===== config.mk =====
export PLATFORM = sky130hd
export DESIGN_NAME = armController
export DESIGN_NICKNAME = d
export VERILOG_FILES = /design/src/rtl/armCtrlPkg.sv /design/src/rtl/armController.sv /design/src/rtl/statusReg.sv /design/src/rtl/memWbPipe.sv /design/src/rtl/executeStage.sv /design/src/rtl/condUnit.sv /design/src/rtl/instrDecoder.sv
export SDC_FILE = /design/constraint.sdc
export NUM_CORES = 1
export LEC_CHECK = 0
export BUFFER_PORTS_ARGS = -buffer_cell sky130_fd_sc_hd__buf_2
export CAP_MARGIN = 20
export CORE_AREA = 2 2 105 107
export DETAILED_ROUTE_END_ITERATION = 6
export DIE_AREA = 0 0 107 109
export SLEW_MARGIN = 10
export SYNTH_ARGS = -nofsm -noshare
export SYNTH_HDL_FRONTEND = slang
export SYNTH_SLANG_ARGS = --single-unit

===== constraint.sdc =====
create_clock -name clk -period 2.7 [get_ports clk]
set_input_delay 0.135 -clock clk [delete_from_list [all_inputs] [get_ports clk]]
set_output_delay 0.135 -clock clk [all_outputs]
set_load 0.01 [all_outputs]

===== src/rtl/armCtrlPkg.sv =====
package armCtrlPkg;

  // ========================================
  // Instruction word
  // ========================================
  typedef struct packed {
    logic [3:0]  cond;
    logic [1:0]  instrClass;
    logic        imm;        // Operand2 is an immediate
    logic [3:0]  opcode;
    logic        sBit;
    logic [3:0]  rn;
    logic [3:0]  rd;
    logic [11:0] operand2;
  } dpViewT;

  typedef struct packed {
    logic [3:0]  cond;
    logic [1:0]  instrClass;
    logic        regOffset;  // Offset taken from a register
    logic        pre;
    logic        up;         // Add offset when set
    logic        byteBit;
    logic        writeBack;
    logic        load;
    logic [3:0]  rn;
    logic [3:0]  rd;
    logic [11:0] offset;
  } memViewT;

  // Same word, read as data processing or as load/store
  typedef union packed {
    dpViewT  dpView;
    memViewT memView;
  } instrWordU;

  typedef enum logic [3:0] {
    OP_AND = 4'h0, OP_EOR = 4'h1, OP_SUB = 4'h2, OP_RSB = 4'h3,
    OP_ADD = 4'h4, OP_ADC = 4'h5, OP_SBC = 4'h6, OP_RSC = 4'h7,
    OP_TST = 4'h8, OP_TEQ = 4'h9, OP_CMP = 4'hA, OP_CMN = 4'hB,
    OP_ORR = 4'hC, OP_MOV = 4'hD, OP_BIC = 4'hE, OP_MVN = 4'hF
  } aluOpT;

  typedef enum logic [3:0] {
    COND_EQ = 4'h0, COND_NE = 4'h1, COND_CS = 4'h2, COND_CC = 4'h3,
    COND_MI = 4'h4, COND_PL = 4'h5, COND_VS = 4'h6, COND_VC = 4'h7,
    COND_HI = 4'h8, COND_LS = 4'h9, COND_GE = 4'hA, COND_LT = 4'hB,
    COND_GT = 4'hC, COND_LE = 4'hD, COND_AL = 4'hE
  } condCodeT;

  typedef struct packed {
    logic n;
    logic z;
    logic c;
    logic v;
  } flagsT;

  // ========================================
  // Pipeline control bundles
  // ========================================
  typedef struct packed {
    logic [1:0] regSrc;
    logic [1:0] immSrc;
  } decCtrlT;

  typedef struct packed {
    logic       aluSrc;
    aluOpT      aluControl;
    logic       memWrite;
    logic       memtoReg;
    logic       regWrite;
    logic       branch;
    logic       pcSrc;
    logic       flagWrite;
    logic       byteAccess;
    logic       cpsrToReg;   // MRS
    logic       regToCpsr;   // MSR
    logic [1:0] msrMask;     // {flags, control}
    logic       undef;
    logic       swi;
    condCodeT   cond;
    instrWordU  instr;
  } exCtrlT;

  typedef struct packed {
    logic  aluSrc;
    aluOpT aluControl;
  } aluCtrlT;

  typedef struct packed {
    logic       memWrite;
    logic       memtoReg;
    logic       regWrite;
    logic       pcSrc;
    logic [3:0] byteMask;    // Lane 0 at bit 0
    logic       byteAccess;
    logic [1:0] byteOffset;
    logic       cpsrToReg;
  } memCtrlT;

  typedef struct packed {
    logic       memtoReg;
    logic       regWrite;
    logic       pcSrc;
    logic       loadByte;
    logic [1:0] byteOffset;
    logic       cpsrToReg;
  } wbCtrlT;

  typedef struct packed {
    flagsT      flagsNext;
    logic       setFlags;
    logic [1:0] msrMask;
    logic       undef;
    logic       swi;
  } psrUpdT;

  typedef logic [4:0] modeT;

  localparam modeT MODE_USR = 5'b10000;
  localparam modeT MODE_SVC = 5'b10011;
  localparam modeT MODE_UND = 5'b11011;

  // Supervisor mode with IRQ masked
  localparam logic [31:0] RESET_PSR = {4'b0000, 20'h00000, 1'b1, 2'b00, MODE_SVC};

endpackage

===== src/rtl/armController.sv =====
`timescale 1ns/1ps

module armController (
  input  logic                  clk,
  input  logic                  rst,
  input  armCtrlPkg::instrWordU instrD,
  input  armCtrlPkg::flagsT     aluFlagsE,
  input  logic [31:0]           aluResultE,
  input  logic [31:0]           aluOutW,
  input  logic                  stallE,
  input  logic                  flushE,
  input  logic                  stallM,
  input  logic                  stallW,
  input  logic                  flushW,
  output armCtrlPkg::decCtrlT   decCtrlD,
  output armCtrlPkg::aluCtrlT   aluCtrlE,
  output logic                  branchTakenE,
  output armCtrlPkg::memCtrlT   memCtrlM,
  output armCtrlPkg::wbCtrlT    wbCtrlW,
  output logic                  memtoRegE,
  output logic                  pcWrPending,
  output logic                  undefinedInstr,
  output logic                  swi,
  output logic [31:0]           cpsrW
);
  import armCtrlPkg::*;

  exCtrlT  exNextD;
  memCtrlT memNextE;
  psrUpdT  psrNextE;
  psrUpdT  psrM;
  psrUpdT  psrW;
  flagsT   cpsrFlags;
  logic    pcSrcE;

  assign cpsrFlags = cpsrW[31:28];

  instrDecoder decoder (.instrD(instrD), .decCtrlD(decCtrlD), .exNextD(exNextD));

  executeStage execute (
    .clk(clk), .rst(rst), .stallE(stallE), .flushE(flushE),
    .exNextD(exNextD), .aluFlagsE(aluFlagsE), .aluResultE(aluResultE),
    .flagsNextM(psrM.flagsNext), .setFlagsM(psrM.setFlags),
    .flagsNextW(psrW.flagsNext), .setFlagsW(psrW.setFlags),
    .cpsrFlags(cpsrFlags), .aluCtrlE(aluCtrlE), .branchTakenE(branchTakenE),
    .memtoRegE(memtoRegE), .pcSrcE(pcSrcE), .memNextE(memNextE), .psrNextE(psrNextE)
  );

  memWbPipe memWb (
    .clk(clk), .rst(rst), .stallM(stallM), .stallW(stallW), .flushW(flushW),
    .memNextE(memNextE), .psrNextE(psrNextE),
    .memCtrlM(memCtrlM), .psrM(psrM), .wbCtrlW(wbCtrlW), .psrW(psrW)
  );

  statusReg cpsr (
    .clk(clk), .rst(rst), .stallW(stallW), .psrW(psrW), .aluOutW(aluOutW), .cpsrW(cpsrW)
  );

  // ========================================
  // Hazard unit outputs
  // ========================================
  assign undefinedInstr = exNextD.undef | psrNextE.undef | psrM.undef | psrW.undef;
  assign swi            = exNextD.swi | psrNextE.swi | psrM.swi | psrW.swi;
  assign pcWrPending    = exNextD.pcSrc | pcSrcE | memCtrlM.pcSrc;   // Fetch waits on these

endmodule


===== src/rtl/statusReg.sv =====
`timescale 1ns/1ps

module statusReg (
  input  logic               clk,
  input  logic               rst,
  input  logic               stallW,
  input  armCtrlPkg::psrUpdT psrW,
  input  logic [31:0]        aluOutW,
  output logic [31:0]        cpsrW
);
  import armCtrlPkg::*;

  flagsT      flagsQ;
  logic [7:0] ctrlQ;     // I, F, T and mode

  always_ff @(posedge clk) begin
    if (rst) begin
      flagsQ <= RESET_PSR[31:28];
      ctrlQ  <= RESET_PSR[7:0];
    end else if (!stallW) begin
      // Exceptions take priority over an MSR write
      if (psrW.undef) begin
        ctrlQ[7]   <= 1'b1;
        ctrlQ[4:0] <= MODE_UND;
      end else if (psrW.swi) begin
        ctrlQ[7]   <= 1'b1;
        ctrlQ[4:0] <= MODE_SVC;
      end else if (psrW.msrMask[0]) begin
        ctrlQ <= aluOutW[7:0];
      end

      if (psrW.setFlags) begin
        flagsQ <= psrW.flagsNext;
      end
    end
  end

  // Reserved bits stay at their reset value
  assign cpsrW = {flagsQ, RESET_PSR[27:8], ctrlQ};

endmodule


===== src/rtl/memWbPipe.sv =====
`timescale 1ns/1ps

module memWbPipe (
  input  logic                clk,
  input  logic                rst,
  input  logic                stallM,
  input  logic                stallW,
  input  logic                flushW,
  input  armCtrlPkg::memCtrlT memNextE,
  input  armCtrlPkg::psrUpdT  psrNextE,
  output armCtrlPkg::memCtrlT memCtrlM,
  output armCtrlPkg::psrUpdT  psrM,
  output armCtrlPkg::wbCtrlT  wbCtrlW,
  output armCtrlPkg::psrUpdT  psrW
);
  import armCtrlPkg::*;

  wbCtrlT wbNextM;

  // E to M, no flush here
  always_ff @(posedge clk) begin
    if (rst) begin
      memCtrlM <= '0;
      psrM     <= '0;
    end else if (!stallM) begin
      memCtrlM <= memNextE;
      psrM     <= psrNextE;
    end
  end

  // Byte access becomes the load width for the aligner
  assign wbNextM = '{memtoReg:   memCtrlM.memtoReg,
                     regWrite:   memCtrlM.regWrite,
                     pcSrc:      memCtrlM.pcSrc,
                     loadByte:   memCtrlM.byteAccess,
                     byteOffset: memCtrlM.byteOffset,
                     cpsrToReg:  memCtrlM.cpsrToReg};

  always_ff @(posedge clk) begin
    if (rst || flushW) begin
      wbCtrlW <= '0;
      psrW    <= '0;
    end else if (!stallW) begin
      wbCtrlW <= wbNextM;
      psrW    <= psrM;
    end
  end

endmodule


===== src/rtl/executeStage.sv =====
`timescale 1ns/1ps

module executeStage (
  input  logic                clk,
  input  logic                rst,
  input  logic                stallE,
  input  logic                flushE,
  input  armCtrlPkg::exCtrlT  exNextD,
  input  armCtrlPkg::flagsT   aluFlagsE,
  input  logic [31:0]         aluResultE,
  input  armCtrlPkg::flagsT   flagsNextM,
  input  logic                setFlagsM,
  input  armCtrlPkg::flagsT   flagsNextW,
  input  logic                setFlagsW,
  input  armCtrlPkg::flagsT   cpsrFlags,
  output armCtrlPkg::aluCtrlT aluCtrlE,
  output logic                branchTakenE,
  output logic                memtoRegE,
  output logic                pcSrcE,
  output armCtrlPkg::memCtrlT memNextE,
  output armCtrlPkg::psrUpdT  psrNextE
);
  import armCtrlPkg::*;

  exCtrlT exE;
  flagsT  flagsE;
  flagsT  condFlagsNext;
  logic   condExE;
  logic   isCompareE;
  logic   msrE;
  logic   msrFlagsE;

  // ========================================
  // D to E register
  // ========================================
  always_ff @(posedge clk) begin
    if (rst || flushE) begin
      exE <= '0;                       // Bubble
    end else if (!stallE) begin
      exE <= exNextD;
    end
  end

  // Youngest pending flag producer wins
  assign flagsE = setFlagsM ? flagsNextM : (setFlagsW ? flagsNextW : cpsrFlags);

  condUnit condCheck (
    .cond      (exE.cond),
    .flags     (flagsE),
    .aluFlags  (aluFlagsE),
    .aluOp     (exE.aluControl),
    .flagWrite (exE.flagWrite),
    .condEx    (condExE),
    .flagsNext (condFlagsNext)
  );

  // Compares always carry S, which keeps MRS out of this set
  assign isCompareE = (exE.instr.dpView.instrClass == 2'b00) && exE.instr.dpView.sBit
                   && (aluOpT'(exE.instr.dpView.opcode) inside {OP_TST, OP_TEQ, OP_CMP, OP_CMN});

  assign msrE      = exE.regToCpsr && condExE;
  assign msrFlagsE = msrE && exE.msrMask[1];

  assign aluCtrlE     = '{aluSrc: exE.aluSrc, aluControl: exE.aluControl};
  assign branchTakenE = exE.branch && condExE;
  assign memtoRegE    = exE.memtoReg;
  assign pcSrcE       = exE.pcSrc;   // Ungated, used as a pending hint

  // ========================================
  // Gated controls toward M
  // ========================================
  always_comb begin
    memNextE            = '0;
    memNextE.memWrite   = exE.memWrite && condExE;
    memNextE.memtoReg   = exE.memtoReg;
    memNextE.regWrite   = exE.regWrite && condExE && !isCompareE;
    memNextE.pcSrc      = exE.pcSrc && condExE && !isCompareE;
    memNextE.byteAccess = exE.byteAccess;
    memNextE.byteOffset = aluResultE[1:0];
    memNextE.cpsrToReg  = exE.cpsrToReg && condExE;
    if (memNextE.memWrite) begin
      memNextE.byteMask = exE.byteAccess ? (4'b0001 << aluResultE[1:0]) : 4'b1111;
    end
  end

  always_comb begin
    psrNextE           = '0;
    psrNextE.flagsNext = msrFlagsE ? flagsT'(aluResultE[31:28]) : condFlagsNext;
    psrNextE.setFlags  = (exE.flagWrite && condExE) || msrFlagsE;
    psrNextE.msrMask   = msrE ? exE.msrMask : 2'b00;
    psrNextE.undef     = exE.undef;
    psrNextE.swi       = exE.swi;
  end

endmodule


===== src/rtl/condUnit.sv =====
`timescale 1ns/1ps

module condUnit (
  input  armCtrlPkg::condCodeT cond,
  input  armCtrlPkg::flagsT    flags,
  input  armCtrlPkg::flagsT    aluFlags,
  input  armCtrlPkg::aluOpT    aluOp,
  input  logic                 flagWrite,
  output logic                 condEx,
  output armCtrlPkg::flagsT    flagsNext
);
  import armCtrlPkg::*;

  always_comb begin
    case (cond)
      COND_EQ: condEx = flags.z;
      COND_NE: condEx = !flags.z;
      COND_CS: condEx = flags.c;
      COND_CC: condEx = !flags.c;
      COND_MI: condEx = flags.n;
      COND_PL: condEx = !flags.n;
      COND_VS: condEx = flags.v;
      COND_VC: condEx = !flags.v;
      COND_HI: condEx = flags.c && !flags.z;
      COND_LS: condEx = !flags.c || flags.z;
      COND_GE: condEx = (flags.n == flags.v);
      COND_LT: condEx = (flags.n != flags.v);
      COND_GT: condEx = !flags.z && (flags.n == flags.v);
      COND_LE: condEx = flags.z || (flags.n != flags.v);
      COND_AL: condEx = 1'b1;
      default: condEx = 1'b0;           // NV never executes
    endcase
  end

  always_comb begin
    flagsNext = flags;
    if (condEx && flagWrite) begin
      if (aluOp inside {OP_AND, OP_EOR, OP_TST, OP_TEQ, OP_ORR, OP_MOV, OP_BIC, OP_MVN}) begin
        flagsNext.n = aluFlags.n;   // C and V kept for logical ops
        flagsNext.z = aluFlags.z;
      end else begin
        flagsNext = aluFlags;
      end
    end
  end

endmodule


===== src/rtl/instrDecoder.sv =====
`timescale 1ns/1ps

module instrDecoder (
  input  armCtrlPkg::instrWordU instrD,
  output armCtrlPkg::decCtrlT   decCtrlD,
  output armCtrlPkg::exCtrlT    exNextD
);
  import armCtrlPkg::*;

  dpViewT  dp;
  memViewT mem;
  logic    isMsr;
  logic    isMrs;
  logic    isUndef;
  logic    isSwi;

  assign dp  = instrD.dpView;
  assign mem = instrD.memView;

  // Status moves sit in the compare opcode space with S clear
  assign isMsr = (dp.instrClass == 2'b00) && (dp.opcode[3:2] == 2'b10) && dp.opcode[0]
              && !dp.sBit && (dp.rd == 4'hF);
  assign isMrs = (dp.instrClass == 2'b00) && !dp.imm && (dp.opcode[3:2] == 2'b10)
              && !dp.opcode[0] && !dp.sBit && (dp.rn == 4'hF);

  // Register offset with bit 4 set is not a legal transfer
  assign isUndef = (mem.instrClass == 2'b01) && mem.regOffset && mem.offset[4];
  assign isSwi   = (instrD[27:24] == 4'hF);

  always_comb begin
    decCtrlD = '0;
    exNextD  = '0;

    exNextD.cond       = condCodeT'(dp.cond);
    exNextD.instr      = instrD;
    exNextD.aluControl = OP_ADD;     // Default for branch and the rest
    exNextD.undef      = isUndef;
    exNextD.swi        = isSwi;

    case (dp.instrClass)
      2'b00: begin
        exNextD.aluSrc = dp.imm;
        if (isMsr) begin
          exNextD.aluControl = OP_MOV;   // Pass operand B through
          exNextD.regToCpsr  = 1'b1;
          exNextD.msrMask    = {dp.rn[3], dp.rn[0]};
        end else if (isMrs) begin
          exNextD.regWrite  = 1'b1;
          exNextD.cpsrToReg = 1'b1;
        end else begin
          exNextD.aluControl = aluOpT'(dp.opcode);
          exNextD.regWrite   = 1'b1;
          exNextD.flagWrite  = dp.sBit;
        end
      end

      2'b01: begin
        if (!isUndef) begin
          decCtrlD.immSrc    = 2'b01;
          decCtrlD.regSrc    = mem.load ? 2'b00 : 2'b10;  // Stores read Rd as data
          exNextD.aluSrc     = !mem.regOffset;
          exNextD.aluControl = mem.up ? OP_ADD : OP_SUB;
          exNextD.memtoReg   = mem.load;
          exNextD.regWrite   = mem.load;
          exNextD.memWrite   = !mem.load;
          exNextD.byteAccess = mem.byteBit;
        end
      end

      2'b10: begin
        decCtrlD.regSrc = 2'b01;     // PC as base
        decCtrlD.immSrc = 2'b10;     // 24-bit branch offset
        exNextD.aluSrc  = 1'b1;
        exNextD.branch  = 1'b1;
      end

      default: begin
        // SWI carries no datapath control
      end
    endcase

    // Writes to R15 redirect fetch
    exNextD.pcSrc = exNextD.branch
                 || (exNextD.regWrite && (dp.rd == 4'hF) && !exNextD.cpsrToReg);
  end

endmodule


After elaboration in Yosys (flattened, before gate mapping)
Cells that the tools add are included.

cells by class
  eq/ne operators = 33
  shift operators = 1
  order comparisons = 0
  reduce and logical (&&, ||, !) cells = 51
  $add $sub $neg = 0
  multipliers = 0
  divide/modulo/power cells = 0
  mux-type cells = 36
  bitwise gates (word level) = 11

operators by type and width
  kind                   number
  $eq A4 B4 Y1 const B   20
  $mux W4                10
  $logic_and A1 B1 Y1    27
  $eq A4 B3 Y1 const B   4
  $mux W8                2
  $pmux W4 S2            2
  $pmux W1 S15           1
  $mux W1                12
  $mux W5                2
  $logic_not A1 Y1       9
  $eq A4 B1 Y1 const B   2
  $eq A4 B2 Y1 const B   2
  $logic_not A4 Y1       2
  $or A1 B1 Y1           8
  $reduce_bool A8 Y1     1
  $logic_or A1 B1 Y1     6
  $mux W2                3
  $mux W3                2
  $eq A2 B2 Y1 const B   2
  $logic_not A2 Y1       2
  $reduce_and A4 Y1      1
  $reduce_bool A4 Y1     1
  $shl A1 B2 Y4 const A  1
  $not A1 Y1             3
  7 further kinds        7

word-level totals
  output and inout bits = 65
  bits of input ports = 107
  latch bits = 0
  memories = 0
  register bits after elaboration = 97
  bits in read-only memories = 0
  memory bits (writable) = 0
  logic and storage cells = 184

Longest topological paths before layout
Gate-level depths: netlist (run 1).

  depth after elaboration = 14
  mapped depth = 9
  gate-level depth less buffers = 9

Hierarchy
From an unflattened synthesis (run 1), not the netlist that was laid out.

second synthesis, totals
  cell total of the unflattened synthesis = 460
  area, all modules = 4224.1 µm²

by module, submodules not included
  module         seq. area each (µm²)  area each (µm²)  instances  cells an instance
  memWbPipe      740.7                 1346.3           1          121
  executeStage   540.5                 1316.3           1          138
  instrDecoder   0.0                   645.6            1          88
  statusReg      240.2                 633.1            1          76
  condUnit       0.0                   261.5            1          34
  armController  0.0                   21.3             1          3

Worst setup path after synthesis (run 1)
OpenSTA, ideal clock, no wires.

  path kind = register -> register
  start = register, netlist name memWb.psrW[4]
  end = register, netlist name memWb.psrM[6]
  arrival = 2.018 ns
  clock period less this slack = 2.150 ns
  path buffers = 2
  cell stages (with the launch flop) = 10
  setup time = 0.132 ns
  setup slack = 0.550 ns
  required time = 2.568 ns
  cells stage by stage = dfxtp_1 buf_6 mux2_4 o31ai_2 o22ai_1 a222oi_1 o211ai_2 buf_6 a22oi_1 o41ai_2

between the ends
  word-level cells in the longest chain between the ends = 8
  elaborated cells on any way between the ends = 19
  classes of those cells = eq/ne: 2; mux: 6; reduce/logical: 11

RTL lines
  item                                                   line                                source
  $mux W4 (*) (2 in a row)                               executeStage.sv:45                  assign flagsE = setFlagsM ? flagsNextM : (setFlagsW ? flagsNextW : cpsrFlags);
  $ne A1 B1 Y1, or another cell as far along             condUnit.sv:27, condUnit.sv:29
  $logic_or A1 B1 Y1, or another cell as far along       condUnit.sv:29                      COND_LE: condEx = flags.z || (flags.n != flags.v);
  $pmux W1 S15                                           condUnit.sv:15                      case (cond)
  $logic_and A1 B1 Y1, on equally long branches          condUnit.sv:37, executeStage.sv:61
  $mux W4 / $logic_and A1 B1 Y1 (equally long branches)  condUnit.sv:37, executeStage.sv:62
  $mux W4 (*)                                            executeStage.sv:88                  psrNextE.flagsNext = msrFlagsE ? flagsT'(aluResultE[31:28]) : condFlagsNext;

Every way passes the cells marked *; elsewhere a longest branch is shown, timed or not.
A chain may end at the register's enable or synchronous reset.

Worst setup path in the final report (run 1)
  start = register, netlist name memWb.psrW[4]
  end = output port branchTakenE

between the ends
  word-level cells in the longest chain between the ends = 6
  elaborated cells on any way between the ends = 14
  classes of those cells = eq/ne: 2; mux: 3; reduce/logical: 9

RTL lines
  item                                              line                            source
  $mux W4 (*) (2 in a row)                          executeStage.sv:45
  $ne A1 B1 Y1, or another cell as far along        condUnit.sv:27, condUnit.sv:29
  $logic_or A1 B1 Y1, or another cell as far along  condUnit.sv:29
  $pmux W1 S15 (*)                                  condUnit.sv:15
  $logic_and A1 B1 Y1 (*)                           executeStage.sv:65              assign branchTakenE = exE.branch && condExE;
  end, declared                                     armController.sv:17             output logic branchTakenE,

Marks and branches as above.

==> results of run 1 <==
[kinds of logic after synthesis]
group / Yosys count
and+or+nand+nor: 162
AOI/OAI and AO/OA: 77
DFF: 74
buffers and inverters: 61
muxes: 44
adders and majority gates: 5
other: 1
xor gates and xnor gates: 1
[layout by cell type (no fill, tap or decap), drive strengths merged, types with 2 or more instances in the layout]
| cell type | netlist | routed |
|---|---|---|
| buf | 32 | 97 |
| dfxtp | 74 | 74 |
| nor2 | 71 | 71 |
| mux2i | 41 | 41 |
| nand2 | 26 | 26 |
| a21oi | 25 | 25 |
| conb | 1 | 20 |
| a22oi | 14 | 14 |
| inv | 8 | 13 |
| nand2b | 11 | 11 |
| nor2b | 10 | 10 |
| nor3 | 10 | 10 |
| clkbuf | 21 | 9 |
| nand3 | 6 | 6 |
| o211ai | 6 | 6 |
| o22ai | 5 | 5 |
| o21ai | 5 | 5 |
| ha | 5 | 5 |
| and2 | 4 | 4 |
| nand3b | 4 | 4 |
| o211a | 3 | 3 |
| nor3b | 3 | 3 |
| nand4b | 3 | 3 |
| a211oi | 3 | 3 |
| mux2 | 3 | 3 |
| o41ai | 3 | 3 |
| and4 | 2 | 2 |
| nand4 | 2 | 2 |
| or3 | 2 | 2 |
| nor4 | 2 | 2 |
| or2 | 2 | 2 |
| dlygate4sd3 | 0 | 2 |
| a21boi | 2 | 2 |
| a31o | 2 | 2 |
| o31ai | 2 | 2 |
| o21a | 2 | 2 |
[cell usage after synthesis, types with 4 or more instances]
cell / n / area share (%)
a21oi_1: 25 / 3.4
a22oi_1: 14 / 2.8
and2_1: 4 / 0.68
buf_4: 27 / 5.5
clkbuf_1: 21 / 2.1
dfxtp_1: 74 / 40
ha_1: 5 / 1.7
inv_1: 6 / 0.61
mux2i_1: 39 / 11
nand2_1: 26 / 2.6
nand2b_1: 11 / 1.9
nand3_1: 6 / 0.81
nand3b_1: 4 / 0.81
nor2_1: 71 / 7.2
nor2b_1: 10 / 1.7
nor3_1: 10 / 1.4
o211ai_1: 5 / 1.0
o21ai_0: 5 / 0.68
o22ai_1: 5 / 0.85
[metrics by stage]
step / std cells / instance area (sq um) / utilization [%] / power [mW] / TNS [ns]
global route: 646 / 4370 / 41.2 / 2.30 / -0.00243
finish: 646 / 4370 / 41.2 / 2.21 / 0
global placement: 625 / 4110 / 38.8 / 1.33 / 0
detailed placement: 625 / 4110 / 38.8 / 1.33 / 0
CTS: 645 / 4360 / 41.1 / 2.23 / 0
floorplan: 444 / 3770 / - / 1.28 / 0
[how the worst max path moves through the flow]
stage	endpoint	slack, ns	depth (start not counted)
after floorplan	memWb.psrM[6]	0.55	9
after global placement	memWb.psrM[5]	0.16	7
after detailed placement	memWb.psrM[6]	0.12	7
after CTS	branchTakenE	0.09	7
after global routing	branchTakenE	-0.002	7
final	branchTakenE	0.14	7
[state kept, by name (all words and copies together) (netlist names)]
name	count
execute.exE	17
memWb.wbCtrlW	7
execute.pcSrcE	1
memWb.psrM	8
cpsr.ctrlQ	8
memWb.psrW	8
memWb.memCtrlM	12
execute.psrNextE	2
cpsr.cpsrW	4
execute.aluCtrlE	5
execute.memtoRegE	1
execute.memNextE	1
[worst max-delay path: stages (launching register included)]
cell and delay (ns):
dfxtp_4 0.41, mux2_4 0.32, mux2i_4 0.20, mux2i_1 0.11, a222oi_1 0.52, o211ai_4 0.17
and2_1 0.19, buf_2 0.14
[metal layers]
| layer | routed length, microns | up-vias |
|---|---|---|
| met5 | 0 | - |
| met2 | 4260 | 71 |
| li1 | - | 1587 |
| met3 | 386 | 14 |
| met4 | 167 | 0 |
| met1 | 3860 | 1469 |
[what timing repair did]
| action | 4_1_cts | 5_1_grt |
|---|---|---|
| pin swaps | 2 | 2 |
| gates resized for setup | 3 | 2 |
| setup endpoints to repair | 1 | 4 |
| endpoints found under the hold margin | 2 | 0 |
| buffers inserted | 2 | 1 |
| hold buffers | 2 | 0 |
[final cells by class]
cell class | count | share of cell area (%)
Clock buffer | 9 | 2.83
Clock inverter | 7 | 1.86
Inverter | 8 | 0.687
Multi-Input combinational cell | 309 | 44.6
Sequential cell | 74 | 34.0
Tap cell | 140 | 4.01
Timing Repair Buffer | 99 | 12.0
[power by group]
part	switching, mW	internal [mW]	leakage (nW)	total, mW
Combinational	0.117	0.0787	1.24	0.196
Clock	0.458	0.443	0.102	0.901
Sequential	0.00996	1.10	0.599	1.11
==> flow_summary.ini, run 1 <==
[placed_design]
place_ws_ns = 0.115
dp_hpwl_microns = 6290
port_buffers = 90
finalWeightedCongestion = 0.854

[timing]
min_period_ns = 2.56
layout_setup_ws_ns = 0.144
hold-worst-slack_ns = 0.0143
relSlewSlack_pct = 44.9
fmax_mhz = 391
hold_viol = 0
worst-slew-pin-transition_ns = 0.826
slew_violations = 0
setup_viol = 0
finClkSkew_ns = 0.0145
period_share_pct = 94.7

[route]
drt-initial-drc-count = 86
routedWlPerCell_microns = 13.4
route.detailed.drc = 0
via_per_inst = 4.86
via_count = 3141
drtAntennaViolNets = 0
routed_wl_microns = 8670
dr.pass1.iters = 4

[clock_tree]
cts_tree = yes
clkSinkCount = 74
clock_path_buffers = 2
cts_root_buf = clkbuf_8
cts_made_buffers = 9
clk_pin_slew_ns = 0.08
clkLatencyLatePin_ns = 0.36
cts_htree_levels = 3

[finish]
layout-drive-gt1-share_pct = 25.7
nNetsFinal = 613
antennaDiodeCount = 0
regArea_sq_um = 1490
multiInputGateArea_sq_um = 1950
area.growth.synth_to_final_pct = 18.2
num-fill-cells = 1103

[worst_hold_path]
worstHoldPathType = input pin to flip-flop
worstHoldStart = aluOutW[1]
holdPathEnd = cpsr.ctrlQ[1]
whs_path_depth = 3

[job]
maxCapViolCount = 0

[yosys]
ys_seq_area_share_pct = 40.1
synth-seq-cells = 74
synth_compound_area_share_pct = 14.5
synth_cell_type_count = 56
syn-cell-area_sq_um = 3700
synthMuxAreaShare_pct = 12.9
synth_cells = 425
ys_async_sr_fraction_pct = 0
synth_ff_type = dfxtp_1
synth_top_family_by_area = simple AND/OR/NAND/NOR gates
synth_edf_count = 0
synthSimpleGateAreaFrac_pct = 21.1
ys_warn_count = 0
synth_xor_area_share_pct = 0.237
yosys.area_share.adder_pct = 1.69
syn_avg_cell_area_sq_um = 8.70

[global_routing]
antenna_found_initial = 0
grt_util_all_layers_pct = 15.3
use_met3_pct = 3.47
grt.overflow.total = 0
first_global_vias = 2840
grt_max_degree = 41
grtUsageMet1_pct = 19.0
grt_first_pass_wirelength_microns = 14000
grt-busiest-layer = met2
grtUsageMet2_pct = 25.3

[floorplan]
die_w_microns = 107
start_util_pct = 34.9
core_sq_um = 10600
std_cell_rows = 38
die-area_sq_um = 11700
die_h_microns = 109
ios = 172

[setup_path]
reg2reg_from = memWb.psrW[4]
crit_path_start_kind = flip-flop
cp_max_fo = 8
reg2reg_depth = 8
path_class = flip-flop to output pin
rrSetupSlack_ns = 0.19
required_ns = 2.57
r2r-end = memWb.psrM[6]
startpoint = memWb.psrW[4]
end_kind = output pin
worstPathArrival_ns = 2.42

[pwr]
power.density_nw_per_um2 = 505
ir_drop_mv = 0.314
p_leak_nw = 1.94

[run_status]
outcome = complete, no violations
No activity file was read; power rests on OpenSTA's default activity.
==> inputs of run 2 (changes only) <==
--- a/config.mk
+++ b/config.mk
@@ -10,6 +10,7 @@
 export CORE_AREA = 2 2 105 107
 export DETAILED_ROUTE_END_ITERATION = 6
 export DIE_AREA = 0 0 107 109
+export RECOVER_POWER = 50
 export SLEW_MARGIN = 10
 export SYNTH_ARGS = -nofsm -noshare
 export SYNTH_HDL_FRONTEND = slang
==> run 2 against run 1 <==
Effect of this change: the flow now finishes with violations (capacitance limit, slew limit); sequential power is essentially flat; setup slack improved by 0.0022 ns; final cell count stayed put; combinational power is essentially flat; fmax is essentially flat; clock skew hardly changed; first-iteration DRC count rose by 7.0%; largest power group unchanged.
==> flow_summary.ini, run 2 (synthesized netlist as in run 1, its figures left out) <==
[floorplan]
start_util_pct = 34.9
die-area_sq_um = 11700
die_w_microns = 107
std_cell_rows = 38
die_h_microns = 109
ios = 172
core_sq_um = 10600

[finish]
final_area_sq_um = 4340
final_common_cell = dfxtp_1
antennaDiodeCount = 0
top_register = execute.exE
area.growth.synth_to_final_pct = 17.4
layout-drive-gt1-share_pct = 20.8
largest_reg_flops = 17
layout_common_cells = dfxtp_1 (72), nor2_1 (71), buf_2 (65)
reg_top3 = execute.exE x17, memWb.memCtrlM x12
nNetsFinal = 613

[timing]
setup_viol = 0
relSlewSlack_pct = -29.6
period_share_pct = 94.6
hold_viol = 0
slew_violations = 41
worst-slew-pin-transition_ns = 1.94
finClkSkew_ns = 0.0146
layout_setup_ws_ns = 0.146
min_period_ns = 2.55
fmax_mhz = 392

[route]
routed_wl_microns = 8670
routedWlPerCell_microns = 13.4
drt-initial-drc-count = 92
via_count = 3144
route.detailed.drc = 0
dr.pass1.iters = 4
drtAntennaViolNets = 0
via_per_inst = 4.87

[setup_path]
path_class = flip-flop to output pin
crit_path_start_kind = flip-flop
worstPathArrival_ns = 2.42
end_kind = output pin
cp_max_fo = 8
required_ns = 2.57

[worst_hold_path]
worstHoldPathType = input pin to flip-flop

[run_status]
outcome = finished with violations
violations = capacitance limit, slew limit

[pwr]
ir_drop_mv = 0.315
p_leak_nw = 1.85
power.density_nw_per_um2 = 509

[placed_design]
finalWeightedCongestion = 0.854
place_ws_ns = 0.115
dp_hpwl_microns = 6290
placed_area_sq_um = 4110
port_buffers = 90

[global_routing]
grt_util_all_layers_pct = 15.3
grt.overflow.total = 0
first_global_vias = 2840
grt_first_pass_wirelength_microns = 14000
grt_max_degree = 41
antenna_found_initial = 0

[clock_tree]
clk_pin_slew_ns = 0.08
cts_tree = yes
cts_htree_levels = 3
cts_made_buffers = 9
clkSinkCount = 74
clkLatencyLatePin_ns = 0.36
cts_root_buf = clkbuf_8
clock_path_buffers = 2

[job]
maxCapViolCount = 1
==> run 2: layout make-up <==
| cell class | count | area [sq um] |
|---|---|---|
| Fill cell | 1114 | 6260 |
| Multi-Input combinational cell | 309 | 1950 |
| Sequential cell | 74 | 1490 |
| Timing Repair Buffer | 99 | 492 |
| Tap cell | 140 | 175 |
| Clock buffer | 9 | 124 |
| Clock inverter | 7 | 81.3 |
| Inverter | 8 | 30.0 |
==> run 2: final timing paths <==
kind | end | slack (ns) | cells past startpoint | start
min | cpsr.ctrlQ[1] | 0.01 | 3 | aluOutW[1]
max | branchTakenE | 0.15 | 7 | memWb.psrW[4]
min reg2reg | cpsr.ctrlQ[5] | 0.47 | 2 | cpsr.ctrlQ[5]
max reg2reg | memWb.psrM[6] | 0.19 | 8 | memWb.psrW[4]
==> run 2: worst max-delay path: stages, from the launching register on <==
cell,delay [ns]
dfxtp_4,0.41
mux2_4,0.32
mux2i_4,0.20
mux2i_1,0.11
a222oi_1,0.53
o211ai_4,0.16
and2_1,0.19
buf_2,0.13
==> run 2: timing repair <==
item	in CTS	in global routing
endpoints found under the hold margin	2	0
setup buffers	2	1
hold buffers	2	0
pin swaps	2	2
endpoints found under the setup margin	1	4
resized for setup	3	2
==> run 2: per-stage QoR <==
step / total power [mW] / utilization [%] / hold slack (ns) / setup TNS, ns / instances
3_3_place_gp: 1.33 / 38.8 / 0.368 / 0 / 625
5_1_grt: 2.30 / 40.9 / 0.0163 / -0.00243 / 646
3_5_place_dp: 1.33 / 38.8 / 0.378 / 0 / 625
6_report: 2.21 / 40.9 / 0.0135 / 0 / 646
2_1_floorplan: 1.28 / - / 0.271 / 0 / 444
4_1_cts: 2.23 / 41.1 / 0.00193 / 0 / 645
==> run 2: report_power, final <==
group	total, mW	switching, mW	internal [mW]
Combinational	0.196	0.117	0.0791
Clock	0.902	0.459	0.443
Sequential	1.11	0.0101	1.10
Total	2.21	0.586	1.62
==> run 2: per-layer routing <==
| layer | vias to the layer above | share of wire [%] | global-route usage (%) |
|---|---|---|---|
| met3 | 13 | 4.7 | 3.47 |
| met1 | 1465 | 45 | 19.0 |
| met5 | - | 0 | 0 |
| met4 | 0 | 1.9 | 7.33 |
| met2 | 76 | 49 | 25.3 |
| li1 | 1590 | - | - |
==> inputs of run 3 (changes only) <==
--- a/config.mk
+++ b/config.mk
@@ -7,9 +7,9 @@
 export LEC_CHECK = 0
 export BUFFER_PORTS_ARGS = -buffer_cell sky130_fd_sc_hd__buf_2
 export CAP_MARGIN = 20
-export CORE_AREA = 2 2 105 107
+export CORE_AREA = 2 2 125 90
 export DETAILED_ROUTE_END_ITERATION = 6
-export DIE_AREA = 0 0 107 109
+export DIE_AREA = 0 0 127 92
 export RECOVER_POWER = 50
 export SLEW_MARGIN = 10
 export SYNTH_ARGS = -nofsm -noshare
==> run 3 against run 2 <==
Effect of this change: the flow still finishes with violations (capacitance limit, slew limit); clock skew is 0.0086 ns lower; hold slack gained 0.029 ns; count of clock-buffer cells in the layout grew 1; register-to-register slack got worse by 0.07 ns; die area is 0.18% higher; total power grew 12%; critical path depth rose by 1; largest cell class unchanged; largest power group is now the clock network; highest routed layer unchanged.
==> flow_summary.ini, run 3 (synthesized netlist as in run 1, its figures left out) <==
[run_status]
outcome = finished with violations
violations = capacitance limit, slew limit

[global_routing]
grt.overflow.total = 0
antenna_found_initial = 0
use_met3_pct = 4.43
first_global_vias = 2931
grt_first_pass_wirelength_microns = 14800
grt_max_degree = 41
grt-busiest-layer = met2
grtUsageMet1_pct = 21.9
grt_util_all_layers_pct = 16.1
grtUsageMet2_pct = 25.0

[timing]
fin_setup_tns_ns = 0
finClkSkew_ns = 0.00596
relSlewSlack_pct = -34.4
period_share_pct = 96.0
rsz0062_at_grt = false
hold_viol = 0
setup_viol = 0
slew_violations = 41
layout_setup_ws_ns = 0.107
min_period_ns = 2.59
worst-slew-pin-transition_ns = 2.02
fmax_mhz = 386

[floorplan]
std_cell_rows = 32
ios = 172
core_sq_um = 10700
die-area_sq_um = 11700
die_h_microns = 92
die_w_microns = 127
start_util_pct = 34.7

[finish]
area.growth.synth_to_final_pct = 19.1
final_common_cell = dfxtp_1
nNetsFinal = 613
layout-drive-gt1-share_pct = 18.2
reg_top3 = execute.exE x17, memWb.memCtrlM x12
top_register = execute.exE
antennaDiodeCount = 0
largest_reg_flops = 17
layout_common_cells = dfxtp_1 (72), nor2_1 (71), buf_2 (50)

[placed_design]
dp_hpwl_microns = 6500
port_buffers = 90
finalWeightedCongestion = 0.830
place_ws_ns = 0.0843

[setup_path]
path_class = flip-flop to output pin
required_ns = 2.57
cp_max_fo = 11
crit_path_start_kind = flip-flop
end_kind = output pin
worstPathArrival_ns = 2.46

[clock_tree]
cts_tree = yes
cts_htree_levels = 3
cts_root_buf = clkbuf_16
clkSinkCount = 74
hold_buffers = 0
cts_made_buffers = 9
clkLatencyLatePin_ns = 0.33
clock_path_buffers = 2
clk_pin_slew_ns = 0.06

[route]
via_count = 3163
via_per_inst = 4.93
routed_wl_microns = 9200
routedWlPerCell_microns = 14.4
dr.pass1.iters = 5
route.detailed.drc = 0
drt-initial-drc-count = 190
drtAntennaViolNets = 0

[job]
maxCapViolCount = 1

[pwr]
p_leak_nw = 1.83
ir_drop_mv = 0.311
power.density_nw_per_um2 = 563

[worst_hold_path]
worstHoldPathType = input pin to flip-flop
-- run 3: cell count changes in the layout (fill, tap and decap cells not counted), moves of 5 or more --
cell / before / now
clkbuf_8: 9 / 0
clkbuf_16: 0 / 9
inv_6: 5 / 0
buf_2: 65 / 50
clkbuf_1: 25 / 41
-- run 3: report_power, final --
group | switching, mW | internal, mW | total [mW] | leakage (nW)
Sequential | 0.0100 | 1.10 | 1.11 | 0.599
Combinational | 0.121 | 0.0779 | 0.199 | 1.09
Clock | 0.459 | 0.709 | 1.17 | 0.138
Total | 0.591 | 1.89 | 2.48 | 1.83
-- run 3: area by class of cell --
| class | instances | area, sq um |
|---|---|---|
| Clock buffer | 10 | 229 |
| Timing Repair Buffer | 99 | 468 |
| Clock inverter | 5 | 56.3 |
| Sequential cell | 74 | 1490 |
| Multi-Input combinational cell | 309 | 1970 |
| Fill cell | 1105 | 6240 |
| Inverter | 8 | 30.0 |
| Tap cell | 136 | 170 |
-- run 3: final timing paths --
| kind | end | slack [ns] | cells after the start | start |
|---|---|---|---|---|
| setup / recovery | branchTakenE | 0.11 | 8 | memWb.psrM[4] |
| hold / removal | execute.exE[35] | 0.04 | 3 | instrD[31] |
| setup reg to reg | memWb.psrM[7] | 0.12 | 9 | memWb.psrM[4] |
| hold reg to reg | cpsr.ctrlQ[5] | 0.46 | 2 | cpsr.ctrlQ[5] |
-- run 3: metal layers --
layer,wire (microns),vias up,share of wire (%)
li1,-,1581,-
met1,4460,1488,48
met2,4110,79,45
met3,487,15,5.3
met4,142,0,1.5
met5,0,-,0
-- run 3: critical path, stage by stage (launching register included) --
cell and delay (ns):
dfxtp_2 0.45, inv_2 0.13, mux2i_4 0.22, buf_4 0.15, a31o_2 0.23, o31ai_1 0.46
o211ai_4 0.17, and2_4 0.19, buf_2 0.13
-- run 3: timing repair --
action | in CTS | in global routing
setup buffers | 3 | 2
pin swaps | 2 | 3
endpoints found under the setup margin | 1 | 9
resized for setup | 3 | 5
-- run 3: through the flow --
stage               power, mW  util (%)  hold slack, ns  cells  instance area (sq um)
finish                   2.48      41.4          0.0423    641                   4410
global route             2.57      41.4          0.0432    641                   4410
CTS                      2.51      41.5          0.0296    639                   4420
detailed placement       1.33      38.5           0.375    621                   4100
global placement         1.33      38.5           0.370    621                   4100
floorplan                1.28         -           0.271    444                   3770
